## config.mk

```make
export PLATFORM = sky130hd
export DESIGN_NAME = pad_dma_top
export DESIGN_NICKNAME = d
export VERILOG_FILES = /design/src/common/pad_dma_pkg.sv /design/src/hw/block_walker.sv /design/src/hw/pad_addr_gen.sv /design/src/hw/pad_dma_ctrl.sv /design/src/hw/pad_dma_top.sv /design/src/tile/pad_tile_buffer.sv
export SDC_FILE = /design/constraint.sdc
export NUM_CORES = 2
export LEC_CHECK = 0
export BUFFER_PORTS_ARGS = -buffer_cell sky130_fd_sc_hd__buf_2
export CORE_MARGIN = 2
export CORE_UTILIZATION = 60
export DETAILED_ROUTE_END_ITERATION = 10
export PLACE_DENSITY = 0.82
export SLEW_MARGIN = 20
export SYNTH_ARGS = -nofsm -noshare
export SYNTH_HDL_FRONTEND = slang
export SYNTH_SLANG_ARGS = --single-unit
```

## constraint.sdc

```tcl
create_clock -name clk -period 7.9 [get_ports clk]
set_input_delay 0.395 -clock clk [delete_from_list [all_inputs] [get_ports clk]]
set_output_delay 0.395 -clock clk [all_outputs]
set_load 0.02 [all_outputs]
```

## src/common/pad_dma_pkg.sv

```systemverilog
// Shared constants of the padding DMA engine
// Block and tile geometry plus the fixed AXI burst settings
package pad_dma_pkg;

    // Source block edge, also bursts per block and beats per read burst
    localparam int BLOCK_DIM  = 4;
    localparam int TILE_DIM   = 6;    // Block plus one border cell per side
    localparam int TILE_IDX_W = 3;

    localparam int WORD_BYTES = 4;

    // AXI len field, fixed 4-beat reads
    localparam int                     BURST_LEN_W  = 4;
    localparam logic [BURST_LEN_W-1:0] RD_BURST_LEN = 4'd3;

    localparam int MAT_W_W   = 6;     // Matrix width up to 60
    localparam int BLK_IDX_W = 4;     // Up to 15 blocks per side

endpackage

```

## src/hw/block_walker.sv

```systemverilog
// Walks the 4x4 blocks of the source matrix in row-major order
// and flags which matrix edges the current block touches
`timescale 1ns/1ps

module block_walker (
    input  logic                               clk,
    input  logic                               rst_n,
    input  logic                               load_i,
    input  logic                               advance_i,
    input  logic [pad_dma_pkg::MAT_W_W-1:0]    mat_width_i,
    output logic [pad_dma_pkg::BLK_IDX_W-1:0]  block_x_o,
    output logic [pad_dma_pkg::BLK_IDX_W-1:0]  block_y_o,
    output logic                               edge_top_o,
    output logic                               edge_bottom_o,
    output logic                               edge_left_o,
    output logic                               edge_right_o,
    output logic                               last_block_o
);
    import pad_dma_pkg::*;

    logic [BLK_IDX_W-1:0] blocks_per_side;
    logic [BLK_IDX_W-1:0] last_idx;

    assign last_idx = blocks_per_side - 1'b1;

    always_ff @(posedge clk) begin
        if (!rst_n) begin
            blocks_per_side <= '0;
            block_x_o       <= '0;
            block_y_o       <= '0;
        end else if (load_i) begin
            blocks_per_side <= BLK_IDX_W'(mat_width_i / BLOCK_DIM);
            block_x_o       <= '0;
            block_y_o       <= '0;
        end else if (advance_i) begin
            if (block_x_o == last_idx) begin      // Wrap to the next block row
                block_x_o <= '0;
                block_y_o <= block_y_o + 1'b1;
            end else begin
                block_x_o <= block_x_o + 1'b1;
            end
        end
    end

    assign edge_top_o    = (block_y_o == '0);
    assign edge_bottom_o = (block_y_o == last_idx);
    assign edge_left_o   = (block_x_o == '0);
    assign edge_right_o  = (block_x_o == last_idx);
    assign last_block_o  = edge_bottom_o & edge_right_o;

endmodule

```

## src/hw/pad_addr_gen.sv

```systemverilog
// Address generator for the padding DMA
// Holds the run configuration and derives the read address, the write
// address and the tile region that the current block writes
`timescale 1ns/1ps

module pad_addr_gen #(
    parameter int ADDR_W = 32
) (
    input  logic                                 clk,
    input  logic                                 rst_n,
    input  logic                                 load_i,
    input  logic [ADDR_W-1:0]                    src_addr_i,
    input  logic [ADDR_W-1:0]                    dst_addr_i,
    input  logic [pad_dma_pkg::MAT_W_W-1:0]      mat_width_i,
    input  logic [pad_dma_pkg::BLK_IDX_W-1:0]    block_x_i,
    input  logic [pad_dma_pkg::BLK_IDX_W-1:0]    block_y_i,
    input  logic                                 edge_top_i,
    input  logic                                 edge_bottom_i,
    input  logic                                 edge_left_i,
    input  logic                                 edge_right_i,
    input  logic [1:0]                           read_row_i,
    input  logic [pad_dma_pkg::TILE_IDX_W-1:0]   wr_row_i,
    output logic [ADDR_W-1:0]                    araddr_o,
    output logic [ADDR_W-1:0]                    awaddr_o,
    output logic [pad_dma_pkg::BURST_LEN_W-1:0]  awlen_o,
    output logic [pad_dma_pkg::TILE_IDX_W-1:0]   first_row_o,
    output logic [pad_dma_pkg::TILE_IDX_W-1:0]   last_row_o,
    output logic [pad_dma_pkg::TILE_IDX_W-1:0]   first_col_o,
    output logic [pad_dma_pkg::TILE_IDX_W-1:0]   last_col_o
);
    import pad_dma_pkg::*;

    logic [ADDR_W-1:0]  src_base, dst_base;
    logic [MAT_W_W-1:0] width;
    logic [ADDR_W-1:0]  rd_line, rd_word, wr_line, wr_word;

    always_ff @(posedge clk) begin
        if (!rst_n) begin
            src_base <= '0;
            dst_base <= '0;
            width    <= '0;
        end else if (load_i) begin
            src_base <= src_addr_i;
            dst_base <= dst_addr_i;
            width    <= mat_width_i;
        end
    end

    // Border rows and columns only on the matrix edges
    assign first_row_o = edge_top_i    ? '0 : TILE_IDX_W'(1);
    assign last_row_o  = edge_bottom_i ? TILE_IDX_W'(TILE_DIM - 1) : TILE_IDX_W'(BLOCK_DIM);
    assign first_col_o = edge_left_i   ? '0 : TILE_IDX_W'(1);
    assign last_col_o  = edge_right_i  ? TILE_IDX_W'(TILE_DIM - 1) : TILE_IDX_W'(BLOCK_DIM);

    // Source word index, W words per row
    assign rd_line  = ADDR_W'(block_y_i) * BLOCK_DIM + ADDR_W'(read_row_i);
    assign rd_word  = rd_line * ADDR_W'(width) + ADDR_W'(block_x_i) * BLOCK_DIM;
    assign araddr_o = src_base + rd_word * WORD_BYTES;

    // Tile row 0 is padded row 4*by, padded rows are W+2 words
    assign wr_line  = ADDR_W'(block_y_i) * BLOCK_DIM + ADDR_W'(wr_row_i);
    assign wr_word  = wr_line * (ADDR_W'(width) + 2'd2)
                      + ADDR_W'(block_x_i) * BLOCK_DIM + ADDR_W'(first_col_o);
    assign awaddr_o = dst_base + wr_word * WORD_BYTES;
    assign awlen_o  = BURST_LEN_W'(last_col_o - first_col_o);

endmodule

```

## src/hw/pad_dma_ctrl.sv

```systemverilog
// Engine FSM of the padding DMA
// Reads a block as four row bursts, triggers padding, then writes the
// tile region one AXI burst per row and waits for B after each
`timescale 1ns/1ps

module pad_dma_ctrl (
    input  logic                                clk,
    input  logic                                rst_n,
    input  logic                                start_i,
    input  logic [pad_dma_pkg::MAT_W_W-1:0]     mat_width_i,
    output logic                                done_o,
    output logic                                arvalid_o,
    input  logic                                arready_i,
    input  logic                                rlast_i,
    input  logic                                rvalid_i,
    output logic                                rready_o,
    output logic                                awvalid_o,
    input  logic                                awready_i,
    output logic                                wlast_o,
    output logic                                wvalid_o,
    input  logic                                wready_i,
    input  logic                                bvalid_i,
    output logic                                bready_o,
    output logic                                load_o,
    output logic                                advance_o,
    output logic                                store_o,
    output logic                                pad_o,
    output logic [1:0]                          read_row_o,
    output logic [1:0]                          read_col_o,
    output logic [pad_dma_pkg::TILE_IDX_W-1:0]  wr_row_o,
    output logic [pad_dma_pkg::TILE_IDX_W-1:0]  wr_col_o,
    input  logic                                last_block_i,
    input  logic [pad_dma_pkg::TILE_IDX_W-1:0]  first_row_i,
    input  logic [pad_dma_pkg::TILE_IDX_W-1:0]  last_row_i,
    input  logic [pad_dma_pkg::TILE_IDX_W-1:0]  first_col_i,
    input  logic [pad_dma_pkg::TILE_IDX_W-1:0]  last_col_i
);
    import pad_dma_pkg::*;

    localparam logic [2:0] S_IDLE  = 3'd0;
    localparam logic [2:0] S_RREQ  = 3'd1;
    localparam logic [2:0] S_RDATA = 3'd2;
    localparam logic [2:0] S_PAD   = 3'd3;
    localparam logic [2:0] S_WREQ  = 3'd4;
    localparam logic [2:0] S_WDATA = 3'd5;
    localparam logic [2:0] S_WRESP = 3'd6;

    logic [2:0] state;
    logic       r_hs, w_hs, tile_done;

    assign r_hs      = rvalid_i & rready_o;
    assign w_hs      = wvalid_o & wready_i;
    assign tile_done = (wr_row_o == last_row_i);   // Current row is the last one

    assign done_o    = (state == S_IDLE);
    assign load_o    = done_o & start_i & (mat_width_i != '0);
    assign arvalid_o = (state == S_RREQ);
    assign rready_o  = (state == S_RDATA);
    assign store_o   = r_hs;
    assign pad_o     = (state == S_PAD);
    assign awvalid_o = (state == S_WREQ);
    assign wvalid_o  = (state == S_WDATA);
    assign wlast_o   = wvalid_o & (wr_col_o == last_col_i);
    assign bready_o  = (state == S_WRESP);
    assign advance_o = bready_o & bvalid_i & tile_done & ~last_block_i;

    always_ff @(posedge clk) begin
        if (!rst_n) begin
            state      <= S_IDLE;
            read_row_o <= '0;
            read_col_o <= '0;
            wr_row_o   <= '0;
            wr_col_o   <= '0;
        end else begin
            case (state)
                S_IDLE: begin
                    if (load_o) begin
                        read_row_o <= '0;
                        read_col_o <= '0;
                        state      <= S_RREQ;
                    end
                end
                S_RREQ: if (arready_i) state <= S_RDATA;
                S_RDATA: begin
                    if (r_hs) begin
                        read_col_o <= read_col_o + 1'b1;
                        if (rlast_i) begin
                            read_col_o <= '0;
                            if (read_row_o == 2'(BLOCK_DIM - 1)) begin
                                read_row_o <= '0;
                                state      <= S_PAD;
                            end else begin
                                read_row_o <= read_row_o + 1'b1;
                                state      <= S_RREQ;
                            end
                        end
                    end
                end
                S_PAD: begin                // Region limits are stable by now
                    wr_row_o <= first_row_i;
                    wr_col_o <= first_col_i;
                    state    <= S_WREQ;
                end
                S_WREQ: if (awready_i) state <= S_WDATA;
                S_WDATA: begin
                    if (w_hs) begin
                        if (wlast_o)
                            state <= S_WRESP;
                        else
                            wr_col_o <= wr_col_o + 1'b1;
                    end
                end
                S_WRESP: begin
                    if (bvalid_i) begin
                        wr_col_o <= first_col_i;
                        if (!tile_done) begin
                            wr_row_o <= wr_row_o + 1'b1;
                            state    <= S_WREQ;
                        end else if (last_block_i) begin
                            state <= S_IDLE;
                        end else begin
                            state <= S_RREQ;   // Walker steps on this edge
                        end
                    end
                end
                default: state <= S_IDLE;
            endcase
        end
    end

endmodule

```

## src/hw/pad_dma_top.sv

```systemverilog
// Top level of the mirror-padding DMA engine
// Connects the FSM to the block walker, address generator and tile buffer
`timescale 1ns/1ps

module pad_dma_top #(
    parameter int ADDR_W = 32,
    parameter int DATA_W = 32
) (
    input  logic                                 clk,
    input  logic                                 rst_n,
    input  logic [ADDR_W-1:0]                    src_addr_i,
    input  logic [ADDR_W-1:0]                    dst_addr_i,
    input  logic [pad_dma_pkg::MAT_W_W-1:0]      mat_width_i,
    input  logic                                 start_i,
    output logic                                 done_o,
    output logic [ADDR_W-1:0]                    araddr_o,
    output logic [pad_dma_pkg::BURST_LEN_W-1:0]  arlen_o,
    output logic                                 arvalid_o,
    input  logic                                 arready_i,
    input  logic [DATA_W-1:0]                    rdata_i,
    input  logic                                 rlast_i,
    input  logic                                 rvalid_i,
    output logic                                 rready_o,
    output logic [ADDR_W-1:0]                    awaddr_o,
    output logic [pad_dma_pkg::BURST_LEN_W-1:0]  awlen_o,
    output logic                                 awvalid_o,
    input  logic                                 awready_i,
    output logic [DATA_W-1:0]                    wdata_o,
    output logic                                 wlast_o,
    output logic                                 wvalid_o,
    input  logic                                 wready_i,
    input  logic                                 bvalid_i,
    output logic                                 bready_o
);
    import pad_dma_pkg::*;

    logic                  load, advance, store, pad, last_block;
    logic [1:0]            read_row, read_col;
    logic [TILE_IDX_W-1:0] wr_row, wr_col;
    logic [TILE_IDX_W-1:0] first_row, last_row, first_col, last_col;
    logic [BLK_IDX_W-1:0]  block_x, block_y;
    logic                  edge_top, edge_bottom, edge_left, edge_right;

    assign arlen_o = RD_BURST_LEN;    // Every read is one block row

    pad_dma_ctrl u_ctrl (
        .clk, .rst_n, .start_i, .mat_width_i, .done_o,
        .arvalid_o, .arready_i, .rlast_i, .rvalid_i, .rready_o,
        .awvalid_o, .awready_i, .wlast_o, .wvalid_o, .wready_i,
        .bvalid_i, .bready_o,
        .load_o(load), .advance_o(advance), .store_o(store), .pad_o(pad),
        .read_row_o(read_row), .read_col_o(read_col),
        .wr_row_o(wr_row), .wr_col_o(wr_col),
        .last_block_i(last_block),
        .first_row_i(first_row), .last_row_i(last_row),
        .first_col_i(first_col), .last_col_i(last_col)
    );

    block_walker u_walker (
        .clk, .rst_n, .load_i(load), .advance_i(advance), .mat_width_i,
        .block_x_o(block_x), .block_y_o(block_y),
        .edge_top_o(edge_top), .edge_bottom_o(edge_bottom),
        .edge_left_o(edge_left), .edge_right_o(edge_right),
        .last_block_o(last_block)
    );

    pad_addr_gen #(.ADDR_W(ADDR_W)) u_addr (
        .clk, .rst_n, .load_i(load), .src_addr_i, .dst_addr_i, .mat_width_i,
        .block_x_i(block_x), .block_y_i(block_y),
        .edge_top_i(edge_top), .edge_bottom_i(edge_bottom),
        .edge_left_i(edge_left), .edge_right_i(edge_right),
        .read_row_i(read_row), .wr_row_i(wr_row),
        .araddr_o, .awaddr_o, .awlen_o,
        .first_row_o(first_row), .last_row_o(last_row),
        .first_col_o(first_col), .last_col_o(last_col)
    );

    pad_tile_buffer #(.DATA_W(DATA_W)) u_tile (
        .clk, .rst_n, .store_i(store), .read_row_i(read_row), .read_col_i(read_col),
        .rdata_i, .pad_i(pad),
        .edge_top_i(edge_top), .edge_bottom_i(edge_bottom),
        .edge_left_i(edge_left), .edge_right_i(edge_right),
        .wr_row_i(wr_row), .wr_col_i(wr_col), .wdata_o
    );

endmodule

```

## src/tile/pad_tile_buffer.sv

```systemverilog
// 6x6 tile store of the padding DMA
// Takes the 4x4 core from read beats, mirrors it into the edge borders
// on the pad pulse and feeds write data by row and column index
`timescale 1ns/1ps

module pad_tile_buffer #(
    parameter int DATA_W = 32
) (
    input  logic                                clk,
    input  logic                                rst_n,
    input  logic                                store_i,
    input  logic [1:0]                          read_row_i,
    input  logic [1:0]                          read_col_i,
    input  logic [DATA_W-1:0]                   rdata_i,
    input  logic                                pad_i,
    input  logic                                edge_top_i,
    input  logic                                edge_bottom_i,
    input  logic                                edge_left_i,
    input  logic                                edge_right_i,
    input  logic [pad_dma_pkg::TILE_IDX_W-1:0]  wr_row_i,
    input  logic [pad_dma_pkg::TILE_IDX_W-1:0]  wr_col_i,
    output logic [DATA_W-1:0]                   wdata_o
);
    import pad_dma_pkg::*;

    localparam int LO = TILE_DIM - 1;   // Far border index
    localparam int MR = TILE_DIM - 3;   // Core cell mirrored into the far border

    logic [DATA_W-1:0]     tile [0:TILE_DIM-1][0:TILE_DIM-1];
    logic [TILE_IDX_W-1:0] st_row, st_col;

    // Core sits one cell in from the border
    assign st_row = TILE_IDX_W'(read_row_i) + 1'b1;
    assign st_col = TILE_IDX_W'(read_col_i) + 1'b1;

    always_ff @(posedge clk) begin
        if (rst_n) begin                    // No writes while in reset
            if (store_i)
                tile[st_row][st_col] <= rdata_i;
            if (pad_i) begin
                // Sources are core cells only, so all copies happen at once
                for (int i = 1; i <= BLOCK_DIM; i++) begin
                    if (edge_top_i)    tile[0][i]  <= tile[2][i];
                    if (edge_bottom_i) tile[LO][i] <= tile[MR][i];
                    if (edge_left_i)   tile[i][0]  <= tile[i][2];
                    if (edge_right_i)  tile[i][LO] <= tile[i][MR];
                end
                if (edge_top_i && edge_left_i)     tile[0][0]   <= tile[2][2];
                if (edge_top_i && edge_right_i)    tile[0][LO]  <= tile[2][MR];
                if (edge_bottom_i && edge_left_i)  tile[LO][0]  <= tile[MR][2];
                if (edge_bottom_i && edge_right_i) tile[LO][LO] <= tile[MR][MR];
            end
        end
    end

    assign wdata_o = tile[wr_row_i][wr_col_i];

endmodule
```

Word level (Yosys, flattened, before mapping)
Memories as Yosys holds them, arrays and structs flattened. A register that Yosys moved wholly into a read port is not among the register bits.
Index checks and enable logic that the tools add are counted.
{"block": "totals", "register_bits": 95, "ram_bits": 1152, "mem_count": 1, "word_cells": 166, "in_bits": 111}
{"block": "op_classes", "reduce_logical": 20, "muxes": 77, "n_eq_ne": 21, "magnitude_cmp": 3, "bitwise_logic": 13, "n_mul": 2, "addsub": 18}
{"name": "u_tile.tile", "depth": 6, "word_bits": 192, "rd": 5, "rd_clocked_by_memory_dff": 1, "write_ports": 6, "line_no": "pad_tile_buffer.sv:29", "rtl": "logic [DATA_W-1:0] tile [0:TILE_DIM-1][0:TILE_DIM-1];"}
{"op": "2-to-1 mux 192 bit", "n": 3}
{"op": "OR reduction 192 bit", "n": 1}
{"op": "binary-select mux 32 bit (select 3 bit)", "n": 1}
{"op": "demux 32 bit (select 3 bit)", "n": 1}
{"op": "2-to-1 mux 32 bit", "n": 3}
{"op": "adder 32 bit", "n": 2}
{"op": "adder 30 x 6 -> 30 bit", "n": 2}
{"op": "2-to-1 mux 3 bit", "n": 17}
{"op": "2-to-1 mux 1 bit", "n": 39}
{"op": "multiplier 32 x 32 -> 30 bit", "n": 1}
{"op": "multiplier 32 x 6 -> 30 bit", "n": 1}
{"op": "adder 30 x 3 -> 30 bit", "n": 1}
{"op": "case mux 3 bit (7 select lines)", "n": 1}
{"op": "inequality test 2 bit, second input constant", "n": 8}
{"op": "2-to-1 mux 2 bit", "n": 7}
{"op": "AND 1 bit", "n": 9}
{"op": "equality test 3 bit, second input constant", "n": 3}
{"op": "case mux 3 bit (3 select lines)", "n": 1}
{"op": "adder 4 x 1 -> 4 bit, second input constant", "n": 2}
{"op": "equality test 4 bit", "n": 2}
{"op": "greater-or-equal comparator 4 bit, second input constant", "n": 2}
{"op": "zero test 4 bit", "n": 2}
{"op": "inverter 3 -> 4 bit", "n": 2}
{"op": "case mux 2 bit (2 select lines)", "n": 2}
{"op": "27 further kinds", "n": 41}

Longest topological paths before layout
{"block": "depth", "word_depth": 9, "mapped_depth": 27, "depth_no_buf": 27}

Cells and area by module
From an unflattened synthesis, not the netlist that was laid out.
{"block": "hier_totals", "cells_unflattened": 4923, "hier_area_um2": 74202.4}
{"mod": "pad_tile_buffer", "area_each_um2": 64202.8, "seq_area_each_um2": 46124.2, "cells_per_inst": 3782, "instances": 1}
{"mod": "pad_addr_gen", "area_each_um2": 8139.1, "seq_area_each_um2": 1401.3, "cells_per_inst": 927, "instances": 1}
{"mod": "pad_dma_ctrl", "area_each_um2": 1057.3, "seq_area_each_um2": 260.2, "cells_per_inst": 123, "instances": 1}
{"mod": "block_walker", "area_each_um2": 765.7, "seq_area_each_um2": 240.2, "cells_per_inst": 85, "instances": 1}
{"mod": "pad_dma_top", "area_each_um2": 37.5, "seq_area_each_um2": 0.0, "cells_per_inst": 6, "instances": 1}

Worst setup path after synthesis
Ideal clock, no wire load.
{"block": "synth_timing", "path_kind": "reg2out", "start": "register u_walker.block_y_o[2] (netlist name)", "end": "output port awaddr_o[25]", "path_buffers": 2, "setup_slack_ns": 1.236, "required_time_ns": 7.505, "path_stages_with_launch": 27, "arrival_time_ns": 6.269, "cell_sequence": "dfxtp_1 -> clkbuf_1 -> clkbuf_1 -> xnor2_1 -> nor2_1 -> fa_1 -> inv_1 -> fa_1 -> inv_1 -> fa_1 -> inv_1 -> fa_1 -> inv_1 -> ha_1 -> o21ai_0 -> a21oi_1 -> o211a_1 -> o21ai_0 -> nand2b_1 -> xor2_1 -> ha_1 -> nand2_1 -> or3_1 -> o211ai_1 -> a21oi_1 -> or4_1 -> o311ai_0"}
{"block": "synth_between", "elab_chain_cells": 5}
{"item": "start, declared", "line_no": "block_walker.sv:12", "rtl": "output logic [pad_dma_pkg::BLK_IDX_W-1:0] block_y_o,"}
{"item": "start signal, assigned", "line_no": "block_walker.sv:38", "rtl": "block_y_o <= block_y_o + 1'b1;"}
{"item": "adder 6 x 3 -> 7 bit", "line_no": "pad_addr_gen.sv:61", "rtl": "assign wr_line = ADDR_W'(block_y_i) * BLOCK_DIM + ADDR_W'(wr_row_i);"}
{"item": "multiplier 32 x 32 -> 30 bit", "line_no": "pad_addr_gen.sv:62", "rtl": "assign wr_word = wr_line * (ADDR_W'(width) + 2'd2)"}
{"item": "adder 30 x 6 -> 30 bit", "line_no": "pad_addr_gen.sv:63", "rtl": "+ ADDR_W'(block_x_i) * BLOCK_DIM + ADDR_W'(first_col_o);"}
{"item": "adder 30 x 3 -> 30 bit", "line_no": "pad_addr_gen.sv:63"}
{"item": "adder 32 bit", "line_no": "pad_addr_gen.sv:64", "rtl": "assign awaddr_o = dst_base + wr_word * WORD_BYTES;"}
{"item": "end, declared", "line_no": "pad_dma_top.sv:24", "rtl": "output logic [ADDR_W-1:0] awaddr_o,"}
No other way between the ends.

Worst setup path in the final report
{"block": "layout_timing", "start": "register u_ctrl.wr_row_o[2] (netlist name)", "end": "output port awaddr_o[27]"}
{"block": "layout_between", "elab_chain_cells": 5}
{"item": "start, declared", "line_no": "pad_dma_ctrl.sv:30", "rtl": "output logic [pad_dma_pkg::TILE_IDX_W-1:0] wr_row_o,"}
{"item": "start signal, assigned", "line_no": "pad_dma_ctrl.sv:100", "rtl": "wr_row_o <= first_row_i;"}
{"item": "start signal, assigned", "line_no": "pad_dma_ctrl.sv:117", "rtl": "wr_row_o <= wr_row_o + 1'b1;"}
{"item": "adder 6 x 3 -> 7 bit", "line_no": "pad_addr_gen.sv:61"}
{"item": "multiplier 32 x 32 -> 30 bit", "line_no": "pad_addr_gen.sv:62"}
{"item": "adder 30 x 6 -> 30 bit", "line_no": "pad_addr_gen.sv:63"}
{"item": "adder 30 x 3 -> 30 bit", "line_no": "pad_addr_gen.sv:63"}
{"item": "adder 32 bit", "line_no": "pad_addr_gen.sv:64"}
No other way between the ends.

==> flow_metrics.py <==
metrics = {
    "critical_path": {
        "cp_data_required_time_ns": 7.51,
        "max_stage_delay_ns": 0.54,
        "reg2regPathDepth": 11,
        "arrival_ns": 7.25,
        "rr_endpoint": "u_tile.tile[2][31]",
        "cp_max_fo": 6,
        "crit_cells": 28,
        "setup.worst_path.start_class": "flop",
        "cpLargestDelayFamily": "adder cells",
        "crit_path_top_delay_cell": "fa_1",
        "startpoint": "u_ctrl.wr_row_o[2]",
        "critPathBufInv": 6,
        "cp-end-kind": "output port",
        "timing.rr.start": "u_walker.blocks_per_side[0]",
        "r2r_setup_slack_ns": 2.66,
        "critPathKind": "reg2out",
    },
    "floorplanning": {
        "die_width_um": 356,
        "core-area_mm2": 0.123,
        "fp.dieH_um": 356,
        "rows": 129,
        "die_area_mm2": 0.127,
        "start_util": 0.604,
        "io_pins": 222,
    },
    "clock_network": {
        "clkSinkCount": 1630,
        "tritoncts": "yes",
        "htree_levels": 4,
        "path_clk_slew_ns": 0.07,
        "clk_latency_ns": 0.80,
        "max-clock-path-buffers": 3,
        "root_buffer": "clkbuf_16",
        "numCtsBuffers": 156,
    },
    "power_and_ir_drop": {
        "peakVddDrop_mv": 0.248,
        "power.leakage_nw": 28.6,
        "power_density_mw_per_mm2": 222,
    },
    "grt": {
        "first_global_vias": 48400,
        "antenna_found_initial": 10,
        "overflow": 0,
        "grt_max_degree": 156,
        "grtUsageTotal": 0.349,
        "grt_pass1_wl_um": 318000,
    },
    "synthesis": {
        "synthAdderAreaFrac": 0.0333,
        "synth_edf_count": 1536,
        "yosys_warnings": 0,
        "synth_top_family_by_area": "multiplexers",
        "yosys.cell_types.count": 74,
        "synthXorXnorAreaFrac": 0.0106,
        "synth-simple-area-share": 0.0776,
        "avgSynthCellArea_um2": 14.8,
        "synthArstFlopShare": 0,
        "synth-compound-area-share": 0.0581,
        "synthesis.instances": 5020,
        "synth_seq_cells": 1630,
        "synthFlopType": "edfxtp_1",
        "synthMuxAreaShare": 0.146,
        "syn_area_mm2": 0.0745,
        "seq_area_frac_synth": 0.644,
    },
    "run_status": {
        "status": "completed",
    },
    "run": {
        "cap_violations": 0,
    },
    "sta": {
        "timing.hold.ws_ns": 0.0518,
        "period_share": 0.967,
        "min_period_ns": 7.64,
        "hold_viol_final": 0,
        "slew_viol_final": 0,
        "tns_ns": 0,
        "worst_pin_slew_ns": 1.26,
        "fin_ws_ns": 0.258,
        "relSlewSlack": 0.157,
        "timing.fmax_ghz": 0.131,
        "skew_ns": 0.0390,
        "rsz0062_at_grt": "false",
        "final-setup-viol-count": 0,
    },
    "final_layout": {
        "final_cells": 7031,
        "final_util": 0.676,
        "syn2layout_area_growth_pct": 12.0,
        "fin_nets": 5547,
        "layout-drive-gt1-share": 0.221,
    },
    "hold_path": {
        "holdPathEnd": "u_ctrl.wr_col_o[1]",
        "min_path_type": "in2reg",
        "holdPathStages": 3,
        "hp-start": "wready_i",
    },
    "route": {
        "drcViolationCount": 0,
        "firstDrtPassIters": 6,
        "drtIter0Drc": 8208,
        "via_per_inst": 6.92,
        "wire_per_inst_um": 31.4,
        "routed_wl_um": 221000,
        "dr_total_vias": 48700,
        "drtAntennaViolNets": 0,
    },
    "place": {
        "dp_cells": 6665,
        "placement.io_buffers": 216,
        "gp_congestion": 0.870,
        "pre_cts_slack_ns": 0.425,
        "dp_hpwl_um": 118000,
    },
}
[worst min-delay path, stage by stage]
cell and delay [ns]:
buf_2 0.15, a31oi_1 0.11, o21ai_0 0.15
[cell usage in the layout (no fill, tap or decap), types with 21 or more instances in the layout]
cell type	netlist	routed
clkbuf_16	0	156
a21oi_1	404	400
mux2i_1	40	40
nor2_4	0	32
inv_1	221	220
clkinv_2	0	23
fa_1	51	51
xnor2_1	58	57
ha_1	117	115
mux2_2	32	32
o21ai_0	80	62
dfxtp_1	94	85
edfxtp_1	1536	1536
clkinv_1	1	33
nor2_1	391	357
nand2_1	796	792
clkbuf_1	186	35
nor3_1	24	24
a21oi_4	50	52
a22oi_1	36	36
and2_1	72	69
dlygate4sd3_1	0	73
xor2_1	28	27
buf_4	13	103
mux4_2	448	448
nand3_1	23	21
buf_2	86	216
[power by group]
group	internal (mW)	switching (mW)	total (mW)
combinational	0.463	1.05	1.51
sequential	9.68	0.101	9.78
clock	3.97	3.28	7.25
[kinds of logic (layout without fill, tap and decap cells)]
kind of cell | after synthesis | after routing
flip-flops | 1630 | 1630
AND/OR/NAND/NOR | 1399 | 1399
AO/OA/AOI/OAI | 672 | 672
buffers and inverters | 541 | 904
multiplexers | 520 | 520
adder cells (fa/ha/maj) | 168 | 168
XOR/XNOR | 88 | 88
other | 2 | 13
[synth_stat cells, types with 7 or more instances]
cell | instances | share of area
nor3_1 | 24 | 0.0016
a22oi_1 | 36 | 0.0036
nor2b_1 | 17 | 0.0014
nand3_1 | 23 | 0.0015
o21ai_0 | 80 | 0.0054
xor2_1 | 28 | 0.0033
nor2_1 | 391 | 0.020
fa_1 | 51 | 0.014
nand2b_1 | 9 | 0.00076
edfxtp_1 | 1536 | 0.62
a211oi_1 | 7 | 0.00071
o211ai_1 | 13 | 0.0013
buf_2 | 86 | 0.0058
a21oi_1 | 404 | 0.027
clkbuf_1 | 186 | 0.0094
a21oi_4 | 50 | 0.011
mux2_2 | 32 | 0.0048
buf_4 | 13 | 0.0013
mux4_2 | 448 | 0.14
or4_1 | 8 | 0.00081
xnor2_1 | 58 | 0.0068
inv_1 | 221 | 0.011
dfxtp_1 | 94 | 0.025
ha_1 | 117 | 0.020
buf_6 | 13 | 0.0020
mux2i_1 | 40 | 0.0054
a21oi_2 | 15 | 0.0018
a21o_1 | 15 | 0.0015
buf_1 | 21 | 0.0011
nand4_1 | 13 | 0.0011
o21a_1 | 7 | 0.00071
nand2_1 | 796 | 0.040
and3_1 | 14 | 0.0012
and2_1 | 72 | 0.0060
[metrics by stage]
step           area, um^2  power, mW
6_report            83500       18.5
3_3_place_gp        77700       11.3
5_1_grt             83400       18.9
3_5_place_dp        77700       11.4
4_1_cts             83300       18.5
2_1_floorplan       74600       10.9
[state kept, by name, summed over array words and instances (netlist names), named ones only]
name / count
u_tile.tile: 1536
u_addr.dst_base: 32
u_addr.src_base: 32
u_walker.block_x_o: 4
u_walker.block_y_o: 4
u_walker.blocks_per_side: 4
u_ctrl.state: 3
u_ctrl.wr_col_o: 3
u_ctrl.wr_row_o: 3
u_addr.width: 2
u_ctrl.read_col_o: 2
u_ctrl.read_row_o: 2
[how the worst max path moves through the flow]
stage | endpoint
final | awaddr_o[27]
after CTS | awaddr_o[25]
after detailed placement | awaddr_o[25]
after floorplan | awaddr_o[25]
after global routing | awaddr_o[27]
after global placement | awaddr_o[25]
[metal layers]
metal  routed length, um  global-route usage
met1               70200               0.432
met2              104000               0.549
met3               30700              0.0982
met4               15900               0.216
met5                 114             0.00370
[final cells by class]
cell class / instances / area [um^2]
Fill cell: 7615 / 40000
Timing Repair Buffer: 406 / 2870
Multi-Input combinational cell: 2852 / 24800
Antenna cell: 8 / 20.0
Tap cell: 1637 / 2050
Sequential cell: 1630 / 48000
Inverter: 222 / 833
Clock buffer: 193 / 4060
Clock inverter: 83 / 759
[what timing repair did]
action,in CTS,in global routing
pin swaps,1,5
cloned,0,0
endpoints found under the hold margin,75,0
buffers inserted,1,6
endpoints found under the setup margin,15,15
hold buffers,73,0
gates resized for setup,8,17
Note: power is estimated with default switching activity, not from simulation.
